## src/common/ghrd_consts.svh

```systemverilog
/*
 * fabric constants for the HPS reset request and LED loan I/O blocks
 * pulse lengths in h2f_user0_clock cycles, loan I/O bit positions
 */
`ifndef GHRD_CONSTS_SVH
`define GHRD_CONSTS_SVH

//########################################
// reset request pulse stretch
//########################################
`define COLD_PULSE_LEN   6    // cold reset, cycles low
`define WARM_PULSE_LEN   2    // warm reset
`define DEBUG_PULSE_LEN  32   // debug reset, longest channel
`define PULSE_CNT_BITS   6    // holds DEBUG_PULSE_LEN - 1

//########################################
// LED loan I/O
//########################################
`define LOAN_IO_BITS     67   // full HPS loan I/O vector
`define LED_COUNT        4    // LED PIO bits

// loan positions of the user LEDs D5..D8
`define LED0_LOAN_POS    14
`define LED1_LOAN_POS    22
`define LED2_LOAN_POS    25
`define LED3_LOAN_POS    32

// heartbeat, top bit drives the RF1 LED
`define HEARTBEAT_BITS   25

`endif

```

## src/common/hps_reset_pkg.sv

```systemverilog
/*
 * types for the HPS reset request channels
 * one bit per channel, plus the pulse stretcher FSM
 */
`include "ghrd_consts.svh"

package hps_reset_pkg;

	// one bit per reset channel
	// used for req, ack and the active-low requests to the HPS
	typedef struct packed {
		logic cold;   // cold reset
		logic warm;   // warm reset
		logic debug;  // debug reset
	} reset_chan_t;

	// pulse stretch down-counter
	typedef logic [`PULSE_CNT_BITS-1:0] pulse_cnt_t;

	// per channel FSM
	typedef enum logic [1:0] {
		st_idle,      // waiting for req edge
		st_pulse,     // reset_n held low
		st_release    // ack high until req drops
	} pulse_state_t;

endpackage

```

## src/common/board_io_pkg.sv

```systemverilog
/*
 * types for the LED PIO, HPS loan I/O vectors and loan bit positions
 */
`include "ghrd_consts.svh"

package board_io_pkg;

	// LED PIO value, bit set = LED on
	typedef logic [`LED_COUNT-1:0] led_t;

	// one loan I/O vector, out or oe
	typedef logic [`LOAN_IO_BITS-1:0] loan_io_t;

	// bit index into a loan I/O vector
	typedef logic [$clog2(`LOAN_IO_BITS)-1:0] loan_pos_t;

	// what the fabric hands to the HPS loan I/O port
	typedef struct packed {
		loan_io_t loan_out;  // pin levels
		loan_io_t loan_oe;   // output enables
	} board_leds_t;

endpackage

```

## src/design/hps_reset/hps_reset_pulse.sv

```systemverilog
/*
 * single HPS reset request channel
 * rising req starts an active-low pulse of pulse_len cycles,
 * then ack is held until req drops (four-phase handshake)
 */
`timescale 1ns/1ps
`include "ghrd_consts.svh"

module hps_reset_pulse
	import hps_reset_pkg::*;
#(
	parameter int pulse_len = `COLD_PULSE_LEN  // cycles of reset_n low
) (
	input  logic h2f_user0_clock,
	input  logic hps_fpga_reset_n,   // active high, sync
	input  logic req,                // from requester
	output logic ack,                // pulse done
	output logic reset_n             // to HPS reset request
);

	//########################################
	// edge capture
	//########################################
	logic         req_d;     // last sampled req
	logic         req_rise;
	pulse_state_t state;
	pulse_cnt_t   cnt;       // cycles left in pulse
	logic         cnt_done;

	assign req_rise = req & ~req_d;
	assign cnt_done = (cnt == '0);

	//########################################
	// pulse FSM
	//########################################
	always_ff @(posedge h2f_user0_clock) begin
		if (hps_fpga_reset_n) begin
			state   <= st_idle;
			req_d   <= 1'b0;
			reset_n <= 1'b1;  // no request out of reset
			ack     <= 1'b0;
		end else begin
			req_d <= req;
			case (state)
				st_idle: begin
					// new request, drop reset_n next cycle
					if (req_rise) begin
						state   <= st_pulse;
						reset_n <= 1'b0;
					end
				end
				st_pulse: begin
					// req is not looked at here, toggles ignored
					if (cnt_done) begin
						state   <= st_release;
						reset_n <= 1'b1;
						ack     <= 1'b1;  // same edge reset_n returns high
					end
				end
				st_release: begin
					if (!req) begin
						state <= st_idle;
						ack   <= 1'b0;
					end
				end
				default: begin
					state   <= st_idle;
					reset_n <= 1'b1;
					ack     <= 1'b0;
				end
			endcase
		end
	end

	//########################################
	// stretch counter
	//########################################
	// preloaded while idle, so the first pulse cycle already counts
	always_ff @(posedge h2f_user0_clock) begin
		if (state == st_idle)
			cnt <= pulse_cnt_t'(pulse_len - 1);
		else if (state == st_pulse && !cnt_done)
			cnt <= cnt - pulse_cnt_t'(1);  // count down to zero
	end

endmodule

```

## src/design/hps_reset/hps_reset_ctrl.sv

```systemverilog
/*
 * HPS reset request control, cold / warm / debug channels
 * each channel stretched to its own length, gathered into structs
 */
`timescale 1ns/1ps
`include "ghrd_consts.svh"

module hps_reset_ctrl
	import hps_reset_pkg::*;
(
	input  logic        h2f_user0_clock,
	input  logic        hps_fpga_reset_n,
	input  reset_chan_t reset_req,    // per channel req
	output reset_chan_t reset_ack,    // per channel ack
	output reset_chan_t f2h_reset_n   // active-low to HPS
);

	// per channel results
	logic cold_ack, warm_ack, debug_ack;
	logic cold_rst_n, warm_rst_n, debug_rst_n;

	// cold reset, 6 cycles
	hps_reset_pulse #(.pulse_len(`COLD_PULSE_LEN)) cold_pulse_i (
		.h2f_user0_clock  (h2f_user0_clock),
		.hps_fpga_reset_n (hps_fpga_reset_n),
		.req              (reset_req.cold),
		.ack              (cold_ack),
		.reset_n          (cold_rst_n)
	);

	// warm reset, 2 cycles
	hps_reset_pulse #(.pulse_len(`WARM_PULSE_LEN)) warm_pulse_i (
		.h2f_user0_clock  (h2f_user0_clock),
		.hps_fpga_reset_n (hps_fpga_reset_n),
		.req              (reset_req.warm),
		.ack              (warm_ack),
		.reset_n          (warm_rst_n)
	);

	// debug reset, 32 cycles
	hps_reset_pulse #(.pulse_len(`DEBUG_PULSE_LEN)) debug_pulse_i (
		.h2f_user0_clock  (h2f_user0_clock),
		.hps_fpga_reset_n (hps_fpga_reset_n),
		.req              (reset_req.debug),
		.ack              (debug_ack),
		.reset_n          (debug_rst_n)
	);

	// back into channel structs
	assign reset_ack   = '{cold: cold_ack, warm: warm_ack, debug: debug_ack};
	assign f2h_reset_n = '{cold: cold_rst_n, warm: warm_rst_n, debug: debug_rst_n};

endmodule

```

## src/design/board_led_ctrl.sv

```systemverilog
/*
 * LED PIO onto the HPS loan I/O and the RF1 heartbeat
 * LEDs are active low on the board, so each bit goes out inverted
 */
`timescale 1ns/1ps
`include "ghrd_consts.svh"

module board_led_ctrl
	import board_io_pkg::*;
#(
	parameter int heartbeat_bits = `HEARTBEAT_BITS  // rf1 period 2^heartbeat_bits
) (
	input  logic        h2f_user0_clock,
	input  logic        hps_fpga_reset_n,  // active high, sync
	input  led_t        led_pio,           // 1 = LED on
	output board_leds_t leds,              // loan out / oe, registered
	output logic        rf1_led            // heartbeat blink
);

	// LED n sits on loan bit led_loan_pos[n]
	localparam loan_pos_t led_loan_pos [`LED_COUNT] = '{
		`LED0_LOAN_POS,   // D5
		`LED1_LOAN_POS,   // D6
		`LED2_LOAN_POS,   // D7
		`LED3_LOAN_POS    // D8
	};

	board_leds_t               leds_next;
	logic [heartbeat_bits-1:0] hb_cnt;

	//########################################
	// loan I/O mapping
	//########################################
	always_comb begin
		leds_next = '0;  // unused loan bits stay off, not driven
		for (int i = 0; i < `LED_COUNT; i++) begin
			leds_next.loan_out[led_loan_pos[i]] = ~led_pio[i];  // active-low pin
			leds_next.loan_oe[led_loan_pos[i]]  = 1'b1;
		end
	end

	always_ff @(posedge h2f_user0_clock) begin
		if (hps_fpga_reset_n)
			leds <= '0;
		else
			leds <= leds_next;
	end

	//########################################
	// heartbeat
	//########################################
	// free running, shows the fabric clock is alive
	always_ff @(posedge h2f_user0_clock) begin
		if (hps_fpga_reset_n)
			hb_cnt <= '0;
		else
			hb_cnt <= hb_cnt + 1'b1;
	end

	assign rf1_led = hb_cnt[heartbeat_bits-1];  // toggles every 2^(bits-1)

endmodule

```

## src/design/ghrd_fabric.sv

```systemverilog
/*
 * fabric top level clocked by h2f_user0_clock
 * HPS reset request channels plus LED loan I/O and heartbeat
 */
`timescale 1ns/1ps
`include "ghrd_consts.svh"

module ghrd_fabric
	import hps_reset_pkg::*;
	import board_io_pkg::*;
#(
	parameter int heartbeat_bits = `HEARTBEAT_BITS
) (
	input  logic        h2f_user0_clock,   // HPS user clock 0
	input  logic        hps_fpga_reset_n,  // from HPS, active high
	// reset request handshake
	input  reset_chan_t reset_req,
	output reset_chan_t reset_ack,
	output reset_chan_t f2h_reset_n,       // to HPS reset request ports
	// LEDs
	input  led_t        led_pio,
	output board_leds_t leds,              // to HPS loan I/O
	output logic        rf1_led
);

	//########################################
	// reset requests
	//########################################
	hps_reset_ctrl hps_reset_ctrl_i (
		.h2f_user0_clock  (h2f_user0_clock),
		.hps_fpga_reset_n (hps_fpga_reset_n),
		.reset_req        (reset_req),
		.reset_ack        (reset_ack),
		.f2h_reset_n      (f2h_reset_n)
	);

	//########################################
	// LEDs and heartbeat
	//########################################
	board_led_ctrl #(
		.heartbeat_bits (heartbeat_bits)
	) board_led_ctrl_i (
		.h2f_user0_clock  (h2f_user0_clock),
		.hps_fpga_reset_n (hps_fpga_reset_n),
		.led_pio          (led_pio),
		.leds             (leds),
		.rf1_led          (rf1_led)
	);

endmodule

```

## config.mk

```make
export PLATFORM = sky130hd
export DESIGN_NAME = ghrd_fabric
export DESIGN_NICKNAME = d
export VERILOG_FILES = /design/src/common/hps_reset_pkg.sv /design/src/common/board_io_pkg.sv /design/src/design/hps_reset/hps_reset_pulse.sv /design/src/design/hps_reset/hps_reset_ctrl.sv /design/src/design/board_led_ctrl.sv /design/src/design/ghrd_fabric.sv
export VERILOG_INCLUDE_DIRS = /design/src /design/src/common
export SDC_FILE = /design/constraint.sdc
export NUM_CORES = 1
export LEC_CHECK = 0
export BUFFER_PORTS_ARGS = -buffer_cell sky130_fd_sc_hd__buf_2
export CAP_MARGIN = 20
export CORE_ASPECT_RATIO = 0.5
export CORE_MARGIN = 4
export CORE_UTILIZATION = 50
export DETAILED_ROUTE_END_ITERATION = 7
export PLACE_DENSITY = 0.87
export SLEW_MARGIN = 20
export SYNTH_ARGS = -nofsm -noshare
export SYNTH_HDL_FRONTEND = slang
export SYNTH_SLANG_ARGS = --single-unit
```

## constraint.sdc

```tcl
create_clock -name h2f_user0_clock -period 2.56 [get_ports h2f_user0_clock]
set_input_delay 0.256 -clock h2f_user0_clock [delete_from_list [all_inputs] [get_ports h2f_user0_clock]]
set_output_delay 0.256 -clock h2f_user0_clock [all_outputs]
set_load 0.005 [all_outputs]
```

==> results.ini, run 1 <==
[pwr]
p_per_area_mw_per_mm2 = 653.5
comb_power_share_pct = 6.8
p_total_uw = 2376
power.leakage_uw = 0.001552
seqPwrFrac_pct = 43.6
internal_power_uw = 1832
ir_drop_mv = 0.3655
p_sw_share_pct = 22.92
p_clk_share_pct = 49.6
p_switching_uw = 544.7

[job]
timing.max_cap.violations = 0

[clock_network]
hold_buffers = 0
cts_buffer_depth = 2
cts-resized-gates = 0
cts_buffers = 9
clock_sinks = 63
clk_pin_slew_ns = 0.05
cts_root_buf = clkbuf_16
htree_levels = 3
insertion_delay_ns = 0.33
cts_setup_buffers = 0
tritoncts = done

[sta]
min_period_over_period_pct = 72.57
finalClockSkew_ns = 0.003649
fin_crit_ns = 1.858
slew_headroom_pct = 51.65
fin_tns_setup_ns = 0
slew_violations = 0
rsz0062_at_grt = no
hold_viol = 0
fmax_mhz = 538.3
setup_viol = 0
tightest_slew_ns = 0.7252

[critical_path]
cp.required_ns = 2.77
cp_cell_sequence = or3_1, o211ai_1, nor3_1, or3_1
cp_top_family = simple AND/OR/NAND/NOR gates
worst_setup_path_start_kind = register
reg2reg_slack_ns = 0.70
cpPeakStageDelay_ns = 0.52
cpMaxStageDelayCell = o211ai_1
worst-setup-path-type = register to register
worstPathMaxFanout = 7
path_buf_inv = 0
cp_common_cell = or3_1
cp-end-kind = register
arrival_ns = 2.06

[detailed_routing]
wire_per_inst_um = 11.09
via_per_inst = 4.562
drtAntennaViolNets = 0
remaining_drc_errors = 0
firstDrtPassIters = 6
drt_iter0_drc = 117
routed-via-count = 2500
drt_wl_total_um = 6075

[cells_and_area]
fillers = 627
fin_area_mm2 = 0.003636
sequential_cell_area_mm2 = 0.001261
diodes = 0
syn2layout_area_growth_pct = -1.658
layout.nets = 467
stdcell_count = 548
drive_above_1_share_pct = 10.31
multi_input_area_mm2 = 0.001797

[floorplan]
die_w_um = 129.6
io-pin-count = 150
rows = 21
initial_utilization_pct = 53.30
die_h_um = 68.81
core-area_mm2 = 0.006937
die_area_mm2 = 0.008918

[global_route]
grt_max_degree = 43
antenna_found_initial = 0
grt.overflow.total = 0
grtUsageTotal_pct = 13.28
grt_pass1_wl_um = 9177
grt_pass1_vias = 2188

[placed_design]
hpwl_um = 4342
numPortBuffers = 23
postPlaceCellArea_mm2 = 0.003344
gp_congestion = 0.8394
placed_cells = 532

[hold_path]
min_path_type = input port to register

[logic_synthesis]
syn_inst = 437
synth-seq-cells = 63
ys.flop_type = dfxtp_1
ys_seq_area_share_pct = 34.11
async_flop_share_pct = 0
synth_cell_types = 42
ys_warn_count = 0
synth_edf_count = 0
synth.avg_cell_area_um2 = 8.461
netlist_area_mm2 = 0.003697

[status]
outcome = finished, final reports clean

-- final timing paths --
kind                                                        endpoint                                               start  cells after the start
setup / recovery  hps_reset_ctrl_i.debug_pulse_i.cnt[4]$_SDFFE_PN1P_  hps_reset_ctrl_i.debug_pulse_i.cnt[2]$_SDFFE_PN1P_                      4
hold / removal                  board_led_ctrl_i.leds[81]$_SDFF_PP0_                                          led_pio[0]                      2
setup reg to reg  hps_reset_ctrl_i.debug_pulse_i.cnt[4]$_SDFFE_PN1P_  hps_reset_ctrl_i.debug_pulse_i.cnt[2]$_SDFFE_PN1P_                      4
hold reg to reg       hps_reset_ctrl_i.warm_pulse_i.ack$_SDFFE_PP0P_      hps_reset_ctrl_i.warm_pulse_i.ack$_SDFFE_PP0P_                      2
-- placed cells by master (no fill, tap or decap), types with 2 or more instances in the layout --
master | netlist | routed
a211o_1 | 2 | 2
buf_2 | 1 | 23
or4_1 | 4 | 4
a211oi_1 | 5 | 5
nand2_1 | 9 | 9
nor2_1 | 39 | 39
nor3_1 | 8 | 8
clkbuf_1 | 9 | 2
or4b_2 | 2 | 2
o21ai_0 | 21 | 21
mux2i_1 | 2 | 2
nor4_1 | 3 | 3
nor3b_1 | 2 | 2
nand3b_1 | 3 | 3
inv_1 | 15 | 15
a21oi_1 | 20 | 20
xnor2_1 | 15 | 15
or3_1 | 8 | 8
nand4_1 | 5 | 5
nand3_1 | 12 | 12
nor2b_1 | 9 | 9
clkbuf_16 | 0 | 9
or3_2 | 4 | 4
o211ai_1 | 2 | 2
clkinv_2 | 0 | 3
and2_1 | 3 | 3
o31ai_1 | 3 | 3
conb_1 | 1 | 126
nand2b_1 | 3 | 3
dfxtp_1 | 63 | 63
and4_1 | 3 | 3
ha_1 | 7 | 7
a31oi_1 | 2 | 2
xor2_1 | 8 | 8
-- cells in the mapped netlist, drive strengths merged (9+ instances only) --
cell	count	area, µm²
inv	15	56.30
nor2	39	146.4
xnor2	15	131.4
or3	12	80.08
nor2b	9	56.30
nand3	13	70.07
dfxtp	63	1261
buf	136	1018
o21ai	21	105.1
nand2	9	33.78
a21oi	20	100.1
clkbuf	9	33.78
-- kinds of logic after synthesis --
| kind of cell | count (synthesis) | synth area share (%) |
|---|---|---|
| xor gates and xnor gates | 23 | 5.449 |
| DFF | 63 | 34.11 |
| muxes | 2 | 0.5415 |
| AOI/OAI and AO/OA | 58 | 9.036 |
| buffers and inverters | 160 | 29.98 |
| other | 1 | 0.1014 |
| and+or+nand+nor | 123 | 18.41 |
| adders and majority gates | 7 | 2.369 |
-- metrics by stage --
stage,hold slack [ns],utilization (%),worst slack [ns]
3_3_place_gp,0.4119,48.21,0.7730
2_1_floorplan,0.3284,-,0.8162
3_5_place_dp,0.4157,48.21,0.7151
6_report,0.07887,52.42,0.7023
4_1_cts,0.07304,52.42,0.6959
5_1_grt,0.07852,52.42,0.5664
-- registers in the layout (all words and copies together) (netlist names), 2 cells and up --
signal	flops
hps_reset_ctrl_i.debug_pulse_i.state	2
board_led_ctrl_i.hb_cnt	25
hps_reset_ctrl_i.cold_pulse_i.cnt	6
hps_reset_ctrl_i.warm_pulse_i.state	2
hps_reset_ctrl_i.debug_pulse_i.cnt	6
hps_reset_ctrl_i.warm_pulse_i.cnt	6
board_led_ctrl_i.leds	5
hps_reset_ctrl_i.cold_pulse_i.state	2
-- layout make-up --
class                      count  share of cell area, %
multi-input combinational    339                  49.41
sequential                    63                  34.69
timing repair buffer          23                  3.166
tap                           92                  3.166
inverter                      15                  1.549
clock buffer                  12                  6.779
clock inverter                 4                  1.239
-- power groups by stage --
stage / registers, µW / clock network (µW) / logic [µW]
CTS: 1040 / 1200 / 155
global route: 1040 / 1250 / 191
finish: 1040 / 1180 / 161
global placement: 1050 / 0 / 149
floorplan: 1050 / 0 / 271
detailed placement: 1050 / 0 / 153
-- worst register-to-register path, delay by kind of cell (launching register included) --
family          cells  cell delay (ns)
flops               1             0.33
simple gates        3             0.89
compound gates      1             0.52
-- routing by layer --
metal | GRT usage [%] | vias to the layer above | routed length, µm
met2 | 25.13 | 107 | 2950
li1 | - | 1230 | -
met3 | 6.231 | 13 | 617
met5 | 0 | - | 0
met1 | 12.91 | 1150 | 2414
met4 | 5.181 | 0 | 91
Note: power is estimated with default switching activity, not from simulation.
==> run 2: changes to the inputs <==
--- a/config.mk
+++ b/config.mk
@@ -10,9 +10,9 @@
 export CAP_MARGIN = 20
 export CORE_ASPECT_RATIO = 0.5
 export CORE_MARGIN = 4
-export CORE_UTILIZATION = 50
+export CORE_UTILIZATION = 49
 export DETAILED_ROUTE_END_ITERATION = 7
-export PLACE_DENSITY = 0.87
+export PLACE_DENSITY = 0.86
 export SLEW_MARGIN = 20
 export SYNTH_ARGS = -nofsm -noshare
 export SYNTH_HDL_FRONTEND = slang
==> constraint.sdc (replaced) <==
create_clock -name h2f_user0_clock -period 1.75 [get_ports h2f_user0_clock]
set_input_delay 0.175 -clock h2f_user0_clock [delete_from_list [all_inputs] [get_ports h2f_user0_clock]]
set_output_delay 0.175 -clock h2f_user0_clock [all_outputs]
set_load 0.005 [all_outputs]
==> run 2 against run 1 <==
Net effect: wire length is 10% higher; combinational power is 72% higher; worst hold slack better by 0.023 ns; critical endpoint is now hps_reset_ctrl_i.warm_pulse_i.cnt[5]$_SDFFE_PN0P_; critical path depth stayed put; clock power is 57% higher; non-clock buffer count is 32 higher; via count is 7.0% higher; flip-flop and latch count stayed put; first-iteration DRC count is 32% higher; global-route usage is 1.1 points higher; final area is 8.2% higher; largest power group unchanged.
==> results.ini, run 2 (synthesis gave the netlist of run 1 again) <==
[job]
timing.max_cap.violations = 0

[cells_and_area]
drive_above_1_share_pct = 17.01
sequential_cell_area_mm2 = 0.001264
multi_input_area_mm2 = 0.001814
syn2layout_area_growth_pct = 6.362
layout.nets = 499
final_common_cell = conb_1
fillers = 645
diodes = 0
largest_reg_flops = 25
layout_common_cells = conb_1, dfxtp_1, nor2_1
regMostFlops = board_led_ctrl_i.hb_cnt

[sta]
fmax_mhz = 599.8
finalClockSkew_ns = 0.005191
fin_crit_ns = 1.667
slew_violations = 0
setup_viol = 0
fin_tns_setup_ns = 0
hold_slack_ns = 0.1015
worst_slack_ns = 0.08291
hold_viol = 0
min_period_over_period_pct = 95.26

[critical_path]
worst-setup-path-type = register to register
arrival_ns = 1.87
cp-end-kind = register
cp.required_ns = 1.95
worstPathMaxFanout = 3
worst_setup_path_start_kind = register

[detailed_routing]
met3_length_um = 572
wire_per_inst_um = 11.49
m1WireLength_um = 2577
remaining_drc_errors = 0
via_per_inst = 4.579
drt_wl_total_um = 6708
drt_iter0_drc = 154
routed-via-count = 2674
maxUsedRoutingLayer = met4
met2WireLength_um = 3383
firstDrtPassIters = 5
drtAntennaViolNets = 0

[global_route]
grt_pass1_wl_um = 10650
antenna_found_initial = 0
grtUsageTotal_pct = 14.35
grt.overflow.total = 0
grt_max_degree = 21
grt_pass1_vias = 2426

[pwr]
p_per_area_mw_per_mm2 = 923.7
ir_drop_mv = 0.4141
power.leakage_uw = 0.001718

[clock_network]
clock_sinks = 63
cts_buffer_depth = 2
cts_buffers = 9
tritoncts = done
htree_levels = 3
insertion_delay_ns = 0.32
cts_root_buf = clkbuf_16
clk_pin_slew_ns = 0.05

[placed_design]
dp_slack_ns = 0.02513
gp_congestion = 0.7652
numPortBuffers = 23
hpwl_um = 4565

[floorplan]
die_w_um = 130.8
die_area_mm2 = 0.009084
core-area_mm2 = 0.007322
die_h_um = 69.43
io-pin-count = 150
initial_utilization_pct = 50.50
rows = 22

[hold_path]
min_path_type = input port to register

[status]
outcome = finished, final reports clean

==> run 2: final timing paths <==
check | startpoint | to | slack, ns | cells after the start
setup / recovery | hps_reset_ctrl_i.warm_pulse_i.cnt[0]$_SDFFE_PN1P_ | hps_reset_ctrl_i.warm_pulse_i.cnt[5]$_SDFFE_PN0P_ | 0.08 | 4
hold / removal | reset_req[2] | hps_reset_ctrl_i.cold_pulse_i.req_d$_SDFF_PP0_ | 0.10 | 2
setup reg to reg | hps_reset_ctrl_i.warm_pulse_i.cnt[0]$_SDFFE_PN1P_ | hps_reset_ctrl_i.warm_pulse_i.cnt[5]$_SDFFE_PN0P_ | 0.08 | 4
hold reg to reg | hps_reset_ctrl_i.warm_pulse_i.ack$_SDFFE_PP0P_ | hps_reset_ctrl_i.warm_pulse_i.ack$_SDFFE_PP0P_ | 0.46 | 2
==> run 2: what timing repair did <==
action | 4_1_cts | 5_1_grt
endpoints found under the hold margin | 4 | 0
endpoints found under the setup margin | 0 | 9
hold buffers | 4 | 0
setup buffers | 0 | 2
gates resized for setup | 0 | 6
==> run 2: routing by layer <==
layer,up-vias,GRT usage [%]
met5,-,0
met4,0,6.727
met3,16,4.538
met2,142,25.30
met1,1222,15.53
li1,1294,-
==> run 2: layout make-up <==
cell class | count | area share (%)
multi-input combinational | 339 | 46.13
timing repair buffer | 55 | 9.290
sequential | 63 | 32.13
clock buffer | 9 | 5.727
clock inverter | 7 | 2.227
tap | 96 | 3.054
inverter | 15 | 1.432
==> run 2: worst max-delay path: stages, from the launching register on <==
cell     delay [ns]
dfxtp_1        0.32
or4b_2         0.69
nor3b_1        0.32
xnor2_1        0.16
nor2_1         0.05
==> run 2: stage by stage <==
step                      util, %  area, µm²  instances  power, µW
after floorplan                 -       4167        562       1929
after global placement      48.41       3545        562       1782
after detailed placement    48.41       3545        562       1789
after CTS                   53.23       3897        582       3642
after global routing        53.71       3933        584       3763
final                       53.71       3933        584       3633
==> run 2: power breakdown <==
group	leakage (µW)	internal, µW	switching (µW)
clock	0.000155	1230	613
sequential	0.000513	1480	31.5
combinational	0.00105	95.5	182
==> run 3: changes to the inputs <==
==> constraint.sdc (replaced) <==
create_clock -name h2f_user0_clock -period 1.75 [get_ports h2f_user0_clock]
set_input_delay 0 -clock h2f_user0_clock [delete_from_list [all_inputs] [get_ports h2f_user0_clock]]
set_output_delay 0 -clock h2f_user0_clock [all_outputs]
set_load 0.005 [all_outputs]
==> run 3 against run 2 <==
Net effect: clock skew shrank 0.00067 ns; clock power grew 5%; cell count shrank 0.17%; total power grew 3.2%; die area is the same; global-route usage grew 0.50 points; via count grew 0.49%; critical endpoint unchanged.
==> results.ini, run 3 (synthesis gave the netlist of run 1 again) <==
[detailed_routing]
drt_iter0_drc = 152
drtAntennaViolNets = 0
routed-via-count = 2687
drt_wl_total_um = 6823
via_per_inst = 4.609
wire_per_inst_um = 11.70
remaining_drc_errors = 0
firstDrtPassIters = 4

[placed_design]
numPortBuffers = 23
hpwl_um = 4730
gp_congestion = 0.7522

[global_route]
antenna_found_initial = 0
grt_pass1_vias = 2474
grt_max_degree = 24
grt.overflow.total = 0
grtUsageTotal_pct = 14.85
grt_pass1_wl_um = 11010

[critical_path]
cp.required_ns = 1.95
cp-end-kind = register
arrival_ns = 1.88
ff2ff_path_depth = 4
worst_setup_path_start_kind = register
reg2reg_slack_ns = 0.07
worst-setup-path-type = register to register
worstPathMaxFanout = 3
r2r-end = hps_reset_ctrl_i.warm_pulse_i.cnt[5]$_SDFFE_PN0P_
timing.rr.start = hps_reset_ctrl_i.warm_pulse_i.cnt[0]$_SDFFE_PN1P_

[clock_network]
cts_buffers = 9
cts_root_buf = clkbuf_16
cts_buffer_depth = 2
clk_pin_slew_ns = 0.05
clock_sinks = 63
insertion_delay_ns = 0.32
tritoncts = done
htree_levels = 3

[cells_and_area]
largest_reg_flops = 25
diodes = 0
drive_above_1_share_pct = 16.22
syn2layout_area_growth_pct = 7.344
layout_common_cells = conb_1, dfxtp_1, nor2_1
final_common_cell = conb_1
regMostFlops = board_led_ctrl_i.hb_cnt
fillers = 624
layout.nets = 499

[pwr]
p_switching_uw = 820.3
power.leakage_uw = 0.001730
p_sw_share_pct = 21.87
p_per_area_mw_per_mm2 = 944.9
p_clk_share_pct = 52.1
internal_power_uw = 2930
comb_power_share_pct = 7.6
seqPwrFrac_pct = 40.3
p_total_uw = 3750
ir_drop_mv = 0.4596

[sta]
rsz0062_at_grt = yes
slew_violations = 0
hold_slack_ns = 0.07332
fmax_mhz = 594.8
fin_crit_ns = 1.681
hold_viol = 0
min_period_over_period_pct = 96.08
finalClockSkew_ns = 0.004516
setup_viol = 0

[floorplan]
die_w_um = 130.8
io-pin-count = 150
die_area_mm2 = 0.009084
initial_utilization_pct = 50.50
rows = 22
die_h_um = 69.43
core-area_mm2 = 0.007322

[hold_path]
worst_hold_path.num_cells = 2
min_path_type = input port to register
hp-start = hps_fpga_reset_n
whs_endpoint = board_led_ctrl_i.leds[81]$_SDFF_PP0_

[status]
outcome = finished, final reports clean

[job]
timing.max_cap.violations = 0

==> run 3: stage by stage <==
stage	util [%]	instance area [µm²]	setup TNS [ns]	std cells	setup slack [ns]
2_1_floorplan	-	4167	0	562	0.006211
3_3_place_gp	48.48	3550	0	561	0.1076
3_5_place_dp	48.48	3550	0	561	0.03551
4_1_cts	53.96	3951	0	583	0.009048
5_1_grt	54.20	3969	-0.009412	583	-0.009412
6_report	54.20	3969	0	583	0.06866
==> run 3: worst max-delay path by stage <==
stage / from / slack [ns] / endpoint
4_1_cts: board_led_ctrl_i.hb_cnt[0]$_SDFF_PP0_ / 0.009 / board_led_ctrl_i.hb_cnt[23]$_SDFF_PP0_
3_3_place_gp: board_led_ctrl_i.hb_cnt[1]$_SDFF_PP0_ / 0.11 / board_led_ctrl_i.hb_cnt[23]$_SDFF_PP0_
3_5_place_dp: board_led_ctrl_i.hb_cnt[0]$_SDFF_PP0_ / 0.04 / board_led_ctrl_i.hb_cnt[23]$_SDFF_PP0_
6_report: hps_reset_ctrl_i.warm_pulse_i.cnt[0]$_SDFFE_PN1P_ / 0.07 / hps_reset_ctrl_i.warm_pulse_i.cnt[5]$_SDFFE_PN0P_
2_1_floorplan: board_led_ctrl_i.hb_cnt[0]$_SDFF_PP0_ / 0.006 / board_led_ctrl_i.hb_cnt[20]$_SDFF_PP0_
5_1_grt: hps_reset_ctrl_i.warm_pulse_i.cnt[0]$_SDFFE_PN1P_ / -0.009 / hps_reset_ctrl_i.warm_pulse_i.cnt[5]$_SDFFE_PN0P_
==> run 3: power by group through the flow <==
stage | Sequential [µW] | Combinational (µW) | Clock (µW)
2_1_floorplan | 1530 | 396 | 0
3_3_place_gp | 1530 | 250 | 0
3_5_place_dp | 1540 | 257 | 0
4_1_cts | 1510 | 275 | 1970
5_1_grt | 1510 | 333 | 2060
6_report | 1510 | 287 | 1950
==> run 3: layer usage <==
metal	track usage, %	share of wire [%]	up-vias
met5	0	0	-
met4	5.473	1.5	0
met3	5.154	8.7	13
met2	25.75	50	139
met1	16.78	40	1245
li1	-	-	1290
==> run 3: layout make-up <==
type | instances | area [µm²] | area share (%)
multi-input cells | 339 | 1812 | 45.65
well taps | 96 | 120.1 | 3.026
inverters | 15 | 56.30 | 1.419
repair buffers | 55 | 385.4 | 9.710
clock inverters | 3 | 65.06 | 1.639
flip-flops and latches | 63 | 1264 | 31.84
clock buffers | 12 | 266.5 | 6.715
==> run 3: critical path, stage by stage (launching register included) <==
cell and delay (ns):
dfxtp_1 0.32, or4b_2 0.70, nor3b_1 0.29, xnor2_1 0.18, nor2_1 0.06
==> run 3: what timing repair did <==
item / CTS / global route
hold buffers: 7 / 0
gates resized for setup: 0 / 6
endpoints found under the hold margin: 10 / 0
setup endpoints to repair: 0 / 10
buffers inserted: 0 / 0
